<file path="src/common/rv_pkg.sv">
`default_nettype none

package rv_pkg;

    typedef logic [31:0] word_t;
    typedef logic [4:0]  reg_idx_t;
    typedef logic [6:0]  opcode_t;

    // ========================================
    // opcodes of the supported instructions.
    // ========================================
    localparam opcode_t OPC_OP     = 7'b0110011;
    localparam opcode_t OPC_OP_IMM = 7'b0010011;
    localparam opcode_t OPC_LUI    = 7'b0110111;
    localparam opcode_t OPC_AUIPC  = 7'b0010111;
    localparam opcode_t OPC_JAL    = 7'b1101111;
    localparam opcode_t OPC_JALR   = 7'b1100111;
    localparam opcode_t OPC_BRANCH = 7'b1100011;

    // addi x0, x0, 0.
    localparam word_t NOP_INSTR = 32'h0000_0013;

    // ALU_ADD must stay at zero so an all-zero control is a nop.
    typedef enum logic [3:0] {
        ALU_ADD, ALU_SUB, ALU_SLL, ALU_SLT, ALU_SLTU, ALU_XOR,
        ALU_SRL, ALU_SRA, ALU_OR, ALU_AND, ALU_PASS_B
    } alu_op_t;

    typedef enum logic [2:0] {IMM_I, IMM_S, IMM_B, IMM_U, IMM_J} imm_fmt_t;

    typedef enum logic [3:0] {
        BR_NONE, BR_BEQ, BR_BNE, BR_BLT, BR_BGE,
        BR_BLTU, BR_BGEU, BR_JAL, BR_JALR
    } br_op_t;

    // ========================================
    // stage structs.
    // ========================================
    typedef struct packed {
        alu_op_t alu_op;
        br_op_t  br_op;
        logic    src_a_pc;
        logic    src_b_imm;
        logic    reg_write;
        logic    link;
    } ctrl_t;

    typedef struct packed {
        logic  valid;
        word_t pc;
        word_t instr;
    } if_id_t;

    typedef struct packed {
        logic     valid;
        word_t    pc;
        word_t    instr;
        word_t    rs1_data;
        word_t    rs2_data;
        word_t    imm;
        reg_idx_t rd;
        ctrl_t    ctrl;
    } id_ex_t;

    typedef struct packed {
        logic  taken;
        word_t target;
    } redirect_t;

    typedef struct packed {
        logic     valid;
        reg_idx_t rd;
        word_t    data;
    } wb_t;

endpackage

`default_nettype wire

</file>
<file path="src/design/fetch_unit.sv">
`default_nettype none

module fetch_unit
    import rv_pkg::*;
#(
    parameter word_t RESET_PC = 32'h0000_0000
) (
    input  wire            clk,
    input  wire            rst_n,
    input  wire            stall,
    input  wire redirect_t redirect,
    input  wire word_t     imem_data,
    output word_t          imem_addr,
    output if_id_t         if_id
);

    word_t pc;

    // the memory answers in the same cycle.
    assign imem_addr = pc;

    always_ff @(posedge clk) begin
        if (!rst_n) begin
            pc    <= RESET_PC;
            if_id <= '0;
        end else if (!stall) begin
            if (redirect.taken) begin
                // drop the word fetched down the wrong path.
                pc          <= redirect.target;
                if_id.valid <= 1'b0;
                if_id.pc    <= pc;
                if_id.instr <= NOP_INSTR;
            end else begin
                pc          <= pc + 32'd4;
                if_id.valid <= 1'b1;
                if_id.pc    <= pc;
                if_id.instr <= imem_data;
            end
        end
    end

endmodule

`default_nettype wire

</file>
<file path="src/decode/register_file.sv">
`default_nettype none

module register_file
    import rv_pkg::*;
(
    input  wire           clk,
    input  wire           rst_n,
    input  wire reg_idx_t rs1,
    input  wire reg_idx_t rs2,
    input  wire wb_t      wb,
    output word_t         rs1_data,
    output word_t         rs2_data
);

    word_t regs [1:31];

    // x0 reads zero, a same-cycle write is passed straight through.
    function automatic word_t read_reg(input reg_idx_t idx);
        if (idx == '0) begin
            return '0;
        end else if (wb.valid && wb.rd == idx) begin
            return wb.data;
        end
        return regs[idx];
    endfunction

    always_ff @(posedge clk) begin
        if (!rst_n) begin
            for (int i = 1; i < 32; i++) begin
                regs[i] <= '0;
            end
        end else if (wb.valid && wb.rd != '0) begin
            regs[wb.rd] <= wb.data;
        end
    end

    always_comb begin
        rs1_data = read_reg(rs1);
        rs2_data = read_reg(rs2);
    end

endmodule

`default_nettype wire

</file>
<file path="src/decode/instruction_decoder.sv">
`default_nettype none

module instruction_decoder
    import rv_pkg::*;
(
    input  wire word_t instr,
    output ctrl_t      ctrl,
    output imm_fmt_t   imm_fmt
);

    opcode_t    opcode;
    logic [2:0] funct3;
    logic       alt;

    assign opcode = instr[6:0];
    assign funct3 = instr[14:12];
    // instr[30] selects sub and sra.
    assign alt    = instr[30];

    // immediate forms have no sub, so alt only counts for register ops there.
    function automatic alu_op_t alu_from_funct(
        input logic [2:0] f3,
        input logic       alt_bit,
        input logic       reg_op
    );
        case (f3)
            3'b000:  return (reg_op && alt_bit) ? ALU_SUB : ALU_ADD;
            3'b001:  return ALU_SLL;
            3'b010:  return ALU_SLT;
            3'b011:  return ALU_SLTU;
            3'b100:  return ALU_XOR;
            3'b101:  return alt_bit ? ALU_SRA : ALU_SRL;
            3'b110:  return ALU_OR;
            default: return ALU_AND;
        endcase
    endfunction

    always_comb begin
        ctrl    = '0;
        imm_fmt = IMM_I;
        case (opcode)
            OPC_OP: begin
                ctrl.reg_write = 1'b1;
                ctrl.alu_op    = alu_from_funct(funct3, alt, 1'b1);
            end
            OPC_OP_IMM: begin
                ctrl.reg_write = 1'b1;
                ctrl.src_b_imm = 1'b1;
                ctrl.alu_op    = alu_from_funct(funct3, alt, 1'b0);
            end
            OPC_LUI: begin
                ctrl.reg_write = 1'b1;
                ctrl.src_b_imm = 1'b1;
                ctrl.alu_op    = ALU_PASS_B;
                imm_fmt        = IMM_U;
            end
            OPC_AUIPC: begin
                ctrl.reg_write = 1'b1;
                ctrl.src_a_pc  = 1'b1;
                ctrl.src_b_imm = 1'b1;
                imm_fmt        = IMM_U;
            end
            OPC_JAL: begin
                ctrl.reg_write = 1'b1;
                ctrl.link      = 1'b1;
                ctrl.br_op     = BR_JAL;
                imm_fmt        = IMM_J;
            end
            OPC_JALR: begin
                if (funct3 == 3'b000) begin
                    ctrl.reg_write = 1'b1;
                    ctrl.link      = 1'b1;
                    ctrl.br_op     = BR_JALR;
                end
            end
            OPC_BRANCH: begin
                imm_fmt = IMM_B;
                case (funct3)
                    3'b000:  ctrl.br_op = BR_BEQ;
                    3'b001:  ctrl.br_op = BR_BNE;
                    3'b100:  ctrl.br_op = BR_BLT;
                    3'b101:  ctrl.br_op = BR_BGE;
                    3'b110:  ctrl.br_op = BR_BLTU;
                    3'b111:  ctrl.br_op = BR_BGEU;
                    default: ctrl.br_op = BR_NONE;
                endcase
            end
            default: begin
                // unsupported, left as a nop.
                ctrl = '0;
            end
        endcase
    end

endmodule

`default_nettype wire

</file>
<file path="src/decode/decode_stage.sv">
`default_nettype none

module decode_stage
    import rv_pkg::*;
(
    input  wire            clk,
    input  wire            rst_n,
    input  wire            stall,
    input  wire redirect_t redirect,
    input  wire if_id_t    if_id,
    input  wire wb_t       wb,
    output id_ex_t         id_ex
);

    ctrl_t    ctrl;
    imm_fmt_t imm_fmt;
    word_t    instr;
    word_t    imm;
    word_t    rs1_data;
    word_t    rs2_data;
    reg_idx_t rs1;
    reg_idx_t rs2;
    reg_idx_t rd;
    logic     squash;
    id_ex_t   bubble;
    id_ex_t   next;

    assign instr = if_id.instr;
    assign rs1   = instr[19:15];
    assign rs2   = instr[24:20];
    assign rd    = instr[11:7];

    // a flush or an empty fetch slot both turn into a nop.
    assign squash = redirect.taken || !if_id.valid;

    // ========================================
    // immediate generation.
    // ========================================
    always_comb begin
        case (imm_fmt)
            IMM_I:   imm = {{20{instr[31]}}, instr[31:20]};
            IMM_S:   imm = {{20{instr[31]}}, instr[31:25], instr[11:7]};
            IMM_B:   imm = {{19{instr[31]}}, instr[31], instr[7], instr[30:25],
                            instr[11:8], 1'b0};
            IMM_U:   imm = {instr[31:12], 12'b0};
            IMM_J:   imm = {{11{instr[31]}}, instr[31], instr[19:12], instr[20],
                            instr[30:21], 1'b0};
            default: imm = '0;
        endcase
    end

    always_comb begin
        bubble       = '0;
        bubble.instr = NOP_INSTR;
    end

    always_comb begin
        next.valid    = 1'b1;
        next.pc       = if_id.pc;
        next.instr    = instr;
        next.rs1_data = rs1_data;
        next.rs2_data = rs2_data;
        next.imm      = imm;
        next.rd       = rd;
        next.ctrl     = ctrl;
    end

    // ========================================
    // decode to execute register.
    // ========================================
    always_ff @(posedge clk) begin
        if (!rst_n) begin
            id_ex <= bubble;
        end else if (!stall) begin
            id_ex <= squash ? bubble : next;
        end
    end

    register_file u_register_file (
        .clk      (clk),
        .rst_n    (rst_n),
        .rs1      (rs1),
        .rs2      (rs2),
        .wb       (wb),
        .rs1_data (rs1_data),
        .rs2_data (rs2_data)
    );

    instruction_decoder u_instruction_decoder (
        .instr   (instr),
        .ctrl    (ctrl),
        .imm_fmt (imm_fmt)
    );

endmodule

`default_nettype wire

</file>
<file path="src/design/execute_unit.sv">
`default_nettype none

module execute_unit
    import rv_pkg::*;
(
    input  wire         stall,
    input  wire id_ex_t id_ex,
    output wb_t         wb,
    output redirect_t   redirect
);

    ctrl_t      ctrl;
    word_t      op_a;
    word_t      op_b;
    word_t      rs1;
    word_t      rs2;
    word_t      alu_result;
    word_t      link_pc;
    logic [4:0] shamt;
    logic       cond;
    logic       active;

    assign ctrl  = id_ex.ctrl;
    assign rs1   = id_ex.rs1_data;
    assign rs2   = id_ex.rs2_data;
    assign op_a  = ctrl.src_a_pc ? id_ex.pc : rs1;
    assign op_b  = ctrl.src_b_imm ? id_ex.imm : rs2;
    assign shamt = op_b[4:0];

    // a stalled instruction waits and takes effect once the stall drops.
    assign active = id_ex.valid && !stall;

    // ========================================
    // ALU.
    // ========================================
    always_comb begin
        case (ctrl.alu_op)
            ALU_ADD:    alu_result = op_a + op_b;
            ALU_SUB:    alu_result = op_a - op_b;
            ALU_SLL:    alu_result = op_a << shamt;
            ALU_SLT:    alu_result = {31'b0, $signed(op_a) < $signed(op_b)};
            ALU_SLTU:   alu_result = {31'b0, op_a < op_b};
            ALU_XOR:    alu_result = op_a ^ op_b;
            ALU_SRL:    alu_result = op_a >> shamt;
            ALU_SRA:    alu_result = $signed(op_a) >>> shamt;
            ALU_OR:     alu_result = op_a | op_b;
            ALU_AND:    alu_result = op_a & op_b;
            ALU_PASS_B: alu_result = op_b;
            default:    alu_result = '0;
        endcase
    end

    // branch compare always works on the two register values.
    always_comb begin
        case (ctrl.br_op)
            BR_BEQ:  cond = rs1 == rs2;
            BR_BNE:  cond = rs1 != rs2;
            BR_BLT:  cond = $signed(rs1) < $signed(rs2);
            BR_BGE:  cond = $signed(rs1) >= $signed(rs2);
            BR_BLTU: cond = rs1 < rs2;
            BR_BGEU: cond = rs1 >= rs2;
            BR_JAL:  cond = 1'b1;
            BR_JALR: cond = 1'b1;
            default: cond = 1'b0;
        endcase
    end

    assign link_pc = id_ex.pc + 32'd4;

    always_comb begin
        redirect.taken = active && cond;
        if (ctrl.br_op == BR_JALR) begin
            redirect.target = (rs1 + id_ex.imm) & ~32'd1;
        end else begin
            redirect.target = id_ex.pc + id_ex.imm;
        end
    end

    always_comb begin
        wb.valid = active && ctrl.reg_write && id_ex.rd != '0;
        wb.rd    = id_ex.rd;
        wb.data  = ctrl.link ? link_pc : alu_result;
    end

endmodule

`default_nettype wire

</file>
<file path="src/design/rv32_core.sv">
`default_nettype none

module rv32_core
    import rv_pkg::*;
#(
    parameter word_t RESET_PC = 32'h0000_0000
) (
    input  wire        clk,
    input  wire        rst_n,
    input  wire        stall,
    input  wire word_t imem_data,
    output word_t      imem_addr,
    output wb_t        wb
);

    if_id_t    if_id;
    id_ex_t    id_ex;
    redirect_t redirect;

    fetch_unit #(
        .RESET_PC (RESET_PC)
    ) u_fetch_unit (
        .clk       (clk),
        .rst_n     (rst_n),
        .stall     (stall),
        .redirect  (redirect),
        .imem_data (imem_data),
        .imem_addr (imem_addr),
        .if_id     (if_id)
    );

    // writeback also feeds the register file inside decode.
    decode_stage u_decode_stage (
        .clk      (clk),
        .rst_n    (rst_n),
        .stall    (stall),
        .redirect (redirect),
        .if_id    (if_id),
        .wb       (wb),
        .id_ex    (id_ex)
    );

    execute_unit u_execute_unit (
        .stall    (stall),
        .id_ex    (id_ex),
        .wb       (wb),
        .redirect (redirect)
    );

endmodule

`default_nettype wire

</file>
<file path="config.mk">
export PLATFORM = sky130hd
export DESIGN_NAME = rv32_core
export DESIGN_NICKNAME = d
export VERILOG_FILES = /design/src/common/rv_pkg.sv /design/src/design/fetch_unit.sv /design/src/decode/register_file.sv /design/src/decode/instruction_decoder.sv /design/src/decode/decode_stage.sv /design/src/design/execute_unit.sv /design/src/design/rv32_core.sv
export SDC_FILE = /design/constraint.sdc
export NUM_CORES = 2
export LEC_CHECK = 0
export ABC_AREA = 1
export BUFFER_PORTS_ARGS = -buffer_cell sky130_fd_sc_hd__buf_4
export CORE_MARGIN = 10
export CORE_UTILIZATION = 45
export DETAILED_ROUTE_END_ITERATION = 7
export PLACE_DENSITY = 0.65
export SKIP_LAST_GASP = 1
export SLEW_MARGIN = 5
export SYNTH_ARGS = -nofsm -noshare
export SYNTH_HDL_FRONTEND = slang
export SYNTH_SLANG_ARGS = --single-unit
</file>
<file path="constraint.sdc">
create_clock -name clk -period 10.15 [get_ports clk]
set_clock_uncertainty 0.2 [all_clocks]
set_input_delay 1.015 -clock clk [delete_from_list [all_inputs] [get_ports clk]]
set_output_delay 1.015 -clock clk [all_outputs]
set_load 0.01 [all_outputs]
</file>
==> After elaboration in Yosys (flattened, before gate mapping) <==
Memories as Yosys holds them, arrays and structs flattened. A register that Yosys moved wholly into a read port is not among the register bits.
Index checks and enable logic that the tools add are counted.
{ "word_totals": {"in_bits": 35, "ram_bits": 992, "n_memories": 1, "register_bits": 243, "word_cells": 141, "out_inout_bits": 70} }
{ "memory_table": {"columns": ["memory", "depth", "word_bits", "read_ports", "rd_clocked_by_memory_dff", "write_ports", "line", "text"], "rows": [
  ["u_decode_stage.u_register_file.regs", 31, 32, 2, 2, 31, "register_file.sv:15", "word_t regs [1:31];"]
]} }
{ "op_classes": {"n_bitwise": 3, "eq_ne": 40, "n_reduce_logical": 21, "n_shift": 3, "magnitude_cmp": 6, "muxes": 45, "n_addsub": 6} }
{ "op_table": {"columns": ["op", "count"], "rows": [
  ["32-bit two-way mux", 12],
  ["32-bit one-hot mux with 11 select lines", 1],
  ["178-bit two-way mux", 1],
  ["32-bit one-hot mux with 5 select lines", 1],
  ["32-bit less-than comparator", 4],
  ["32-bit adder", 3],
  ["65-bit two-way mux", 1],
  ["32-bit by 3-bit adder with 32-bit output (second input constant)", 2],
  ["32-bit greater-or-equal comparator", 2],
  ["4-bit one-hot mux with 7 select lines", 2],
  ["32-bit AND", 1],
  ["32-bit == test", 1],
  ["4-bit by 3-bit == test with 1-bit output (second input constant)", 8],
  ["32-bit != test", 1],
  ["32-bit bitwise OR", 1],
  ["32-bit OR reduction", 1],
  ["32-bit by 5-bit << shifter with 32-bit output", 1],
  ["32-bit by 5-bit right shift with 32-bit output", 1],
  ["32-bit by 5-bit >>> shifter with 32-bit output", 1],
  ["32-bit subtractor", 1],
  ["32-bit XOR", 1],
  ["5-bit two-way mux", 5],
  ["4-bit one-hot mux with 3 select lines", 2],
  ["7-bit == test (second input constant)", 3],
  ["other kinds (26)", 67]
]} }

==> Logic depth before layout (Yosys ltp) <==
{ "logic_depth": {"ltp_word": 10, "ltp_mapped": 26, "ltp_nobuf": 24} }

==> Hierarchy <==
A second synthesis with hierarchy kept.
{ "hier_totals": {"hier_cells": 12776, "hier_area_um2": 87257.4} }
{ "modules_own_cells": {"columns": ["module", "area_per_inst_um2", "seq_area_each_um2", "instances", "cells_per_inst"], "rows": [
  ["register_file", 59565.9, 30749.5, 1, 7902],
  ["execute_unit", 16643.5, 0.0, 1, 3311],
  ["decode_stage", 6344.8, 3463.3, 1, 855],
  ["fetch_unit", 4415.5, 1941.9, 1, 646],
  ["instruction_decoder", 287.8, 0.0, 1, 62]
]} }

==> Least setup slack after synthesis <==
No wires, ideal clock.
{ "synth_timing": {"path_kind": "flip-flop to output port", "from": "reg, netlist name u_decode_stage.id_ex[2]", "to": "out wb[27] (netlist bit)", "path_stages_with_launch": 23, "path_buffers": 5, "required_time_ns": 8.935, "setup_slack_ns": 5.965, "arrival_time_ns": 2.970, "cell_sequence": "dfxtp_1 buf_6 nand2_1 o21ai_2 inv_2 buf_4 clkbuf_1 ha_1 buf_2 inv_1 nor3_1 nand2_1 nand2_1 nand2_1 nand2_1 nand3_1 nand2_1 nand2_1 nand3_1 nand4_1 nand2_1 buf_4 inv_1"} }
{ "synth_rtl": {"columns": ["element", "line", "text"], "rows": [
  ["to (decl)", "rv32_core.sv:13", "output wb_t wb"]
]} }

==> reports/metrics.cfg <==
[yosys]
synth_commonest_cells=nand2_1, nand3_1, nor2_1
ys.flop_type=edfxtp_1
ys_warn_count=0
synth-edff-count=1024
avgSynthCellArea_um2=7.50
yosysMostFrequentCell=nand2_1
yosysSeqAreaShare_pct=43.3
synthCells=11000
synth.distinct_cells=57
netlist.area_leader.share_pct=37.1
netlist_area_um2=82800
synth-async-reset-ratio_pct=0
yosysTopAreaCell=edfxtp_1
ys_ff_latch=1277
synth_top_cells_by_area=edfxtp_1, nand2_1, nand3_1, dfxtp_1, nor2_1

[clocking]
clockBufferDepth=3
cts_resized=0
cts_tree=done
postCtsSetupRepairBufs=0
cts_hold_buf=0
clockRootBuffer=clkbuf_16
cts_htree_levels=4
clock_latency_ps=860
cts_buffers=144
cts.sinks=1277
clk_pin_slew_ps=60

[route]
drt_iter0_markers=13800
viasPerCell=6.28
drt-pass1-iter-count=7
wl_per_cell_um=28.3
drc=0
wirelength_mm=374
vias=83000
postRouteAntennaNets=0

[status]
status=complete, no violations

[critical_path]
slowest_delay_ps=940
cpMostUsedCell=nand2_1
cp_slowest_cell=dfxtp_2
critical_path_class=flop to output pin
crit_required_ps=8940
path_max_fanout=75
crit_family=simple AND/OR/NAND/NOR gates
crit_path_end_kind=output pin
cp_num_buf_inv=6
cp-start-kind=flop
path_cells=inv_2 > or2_0 > nand2_2 > buf_4 > ha_1 > inv_1 > nand2_1 > nand2_1 > o21ai_1 > buf_4 > nand2_1 > nand2_1 > nand2_1 > nand2_1 > o21ai_0 > nand4_1 > nand2_1 > inv_1 > buf_4
cp.arrival_ps=6470

[layout]
finalNonFillerCells=13200
drive_gt1_share_pct=6.97
syn_to_final_growth_pct=7.71
nFillCells=18000
fin_nets=10900
fin_area_um2=89200
fin_util_pct=48.7

[timing]
worstMarginPinSlew_ps=1270
max_slew_margin_pct=14.9
worst_slack_ps=2460
finalSetupViolations=0
min_period_over_period_pct=75.7
slew_violations=0
tns_ps=0
fmax_mhz=130
whs_ps=251
finalHoldViolCount=0
fin_crit_ps=7690
rsz0062_at_grt=false

[worst_hold_path]
hold_path.class=input port to flop

[pwr]
finalPower_mw=13.4
p_clk_share_pct=38.5
switchingPower_mw=4.16
power_frac_comb_pct=16.8
power_density_nw_per_um2=150
netSwitchingFraction_pct=31.1
p_leak_nw=33.7
p_seq_share_pct=44.7
vdd_ir_drop_max_v=0.000188
internal_power_mw=9.21

[job]
max-cap-violations=0

[floorplan]
die_h_um=449
start_util_pct=45.2
ios=105
dieArea_um2=202000
core_area_um2=183000
rows=157
fp.dieW_um=449

[grt]
antenna_found_initial=13
grt.overflow.total=0
grt_use_total_pct=35.1
grt_pass1_wl_mm=527
grt_pass1_vias=76400
grt_max_degree=237

[placed_design]
dp_hpwl_mm=244
dpl-instance-area_um2=84600
place.gp.congestion=1.05
io_buffers=104
dp.cells=13000
pre_cts_slack_ps=3540

[sequential cells by signal, indices dropped and copies added (netlist names), named ones only]
register / cells
u_decode_stage.u_register_file.regs: 1024
u_decode_stage.id_ex: 146
u_fetch_unit.if_id: 65
u_fetch_unit.imem_addr: 32
[worst paths after layout]
kind	endpoint	start	cells past startpoint	slack [ps]
hold reg to reg	u_decode_stage.id_ex[160]	u_fetch_unit.if_id[47]	2	260
setup reg to reg	u_decode_stage.u_register_file.regs[24][6]	u_decode_stage.id_ex[2]	19	3630
hold / removal	u_fetch_unit.if_id[2]	imem_data[2]	3	250
setup / recovery	wb[20]	u_decode_stage.id_ex[2]	19	2460
[power groups by stage]
stage          Sequential, mW  Clock (mW)  Combinational [mW]
2_1_floorplan            6.01           0                1.37
3_3_place_gp             6.07           0                2.12
3_5_place_dp             6.07           0                2.14
4_1_cts                  5.96        5.17                2.15
5_1_grt                  5.98        5.38                2.37
6_report                 5.97        5.15                2.25
[layout make-up]
type	count	area [um2]	area share [%]
sequential	1277	35800	40.2
clock inverter	63	656	0.735
tap	2464	3080	3.46
multi-input combinational	7895	39500	44.3
clock buffer	185	3860	4.33
timing repair buffer	283	2240	2.51
inverter	1052	3980	4.47
antenna	8	20.0	0.0225
[per-layer routing]
layer | part of all wire, % | global-route usage (%) | wire, um
met3 | 13 | 8.86 | 48500
met4 | 6.4 | 19.0 | 23800
met5 | 0.016 | 0 | 60
met2 | 41 | 50.3 | 154000
met1 | 40 | 48.4 | 148000
[worst min-delay path, delay by kind of cell]
| kind | cells | cell delay [ps] |
|---|---|---|
| buffers and inverters | 1 | 80 |
| AND/OR/NAND/NOR | 1 | 40 |
| AO/OA/AOI/OAI | 1 | 100 |
[cells in the final DEF (no fill, tap or decap), drive strengths merged, types with 199 or more instances in the layout]
cell,synthesis,routed
a21oi,974,974
buf,304,283
dfxtp,253,253
edfxtp,1024,1024
ha,199,199
inv,1049,1055
nand2,2021,2021
nand3,1478,1478
nor2,1394,1394
o211ai,522,522
o21ai,825,825
[cell families (layout without fill, tap and decap cells)]
| kind of cell | after synthesis | count (layout) | synth area share, % |
|---|---|---|---|
| compound gates | 2461 | 2461 | 16.9 |
| xor+xnor | 63 | 63 | 0.667 |
| fa+ha+maj | 203 | 203 | 3.10 |
| buf+inv | 1900 | 1583 | 9.48 |
| flops | 1277 | 1277 | 43.3 |
| mux | 2 | 2 | 0.0242 |
| other cells | 1 | 40 | 0.00453 |
| simple gates | 5134 | 5134 | 26.6 |
No activity file was read; power rests on OpenSTA's default activity.
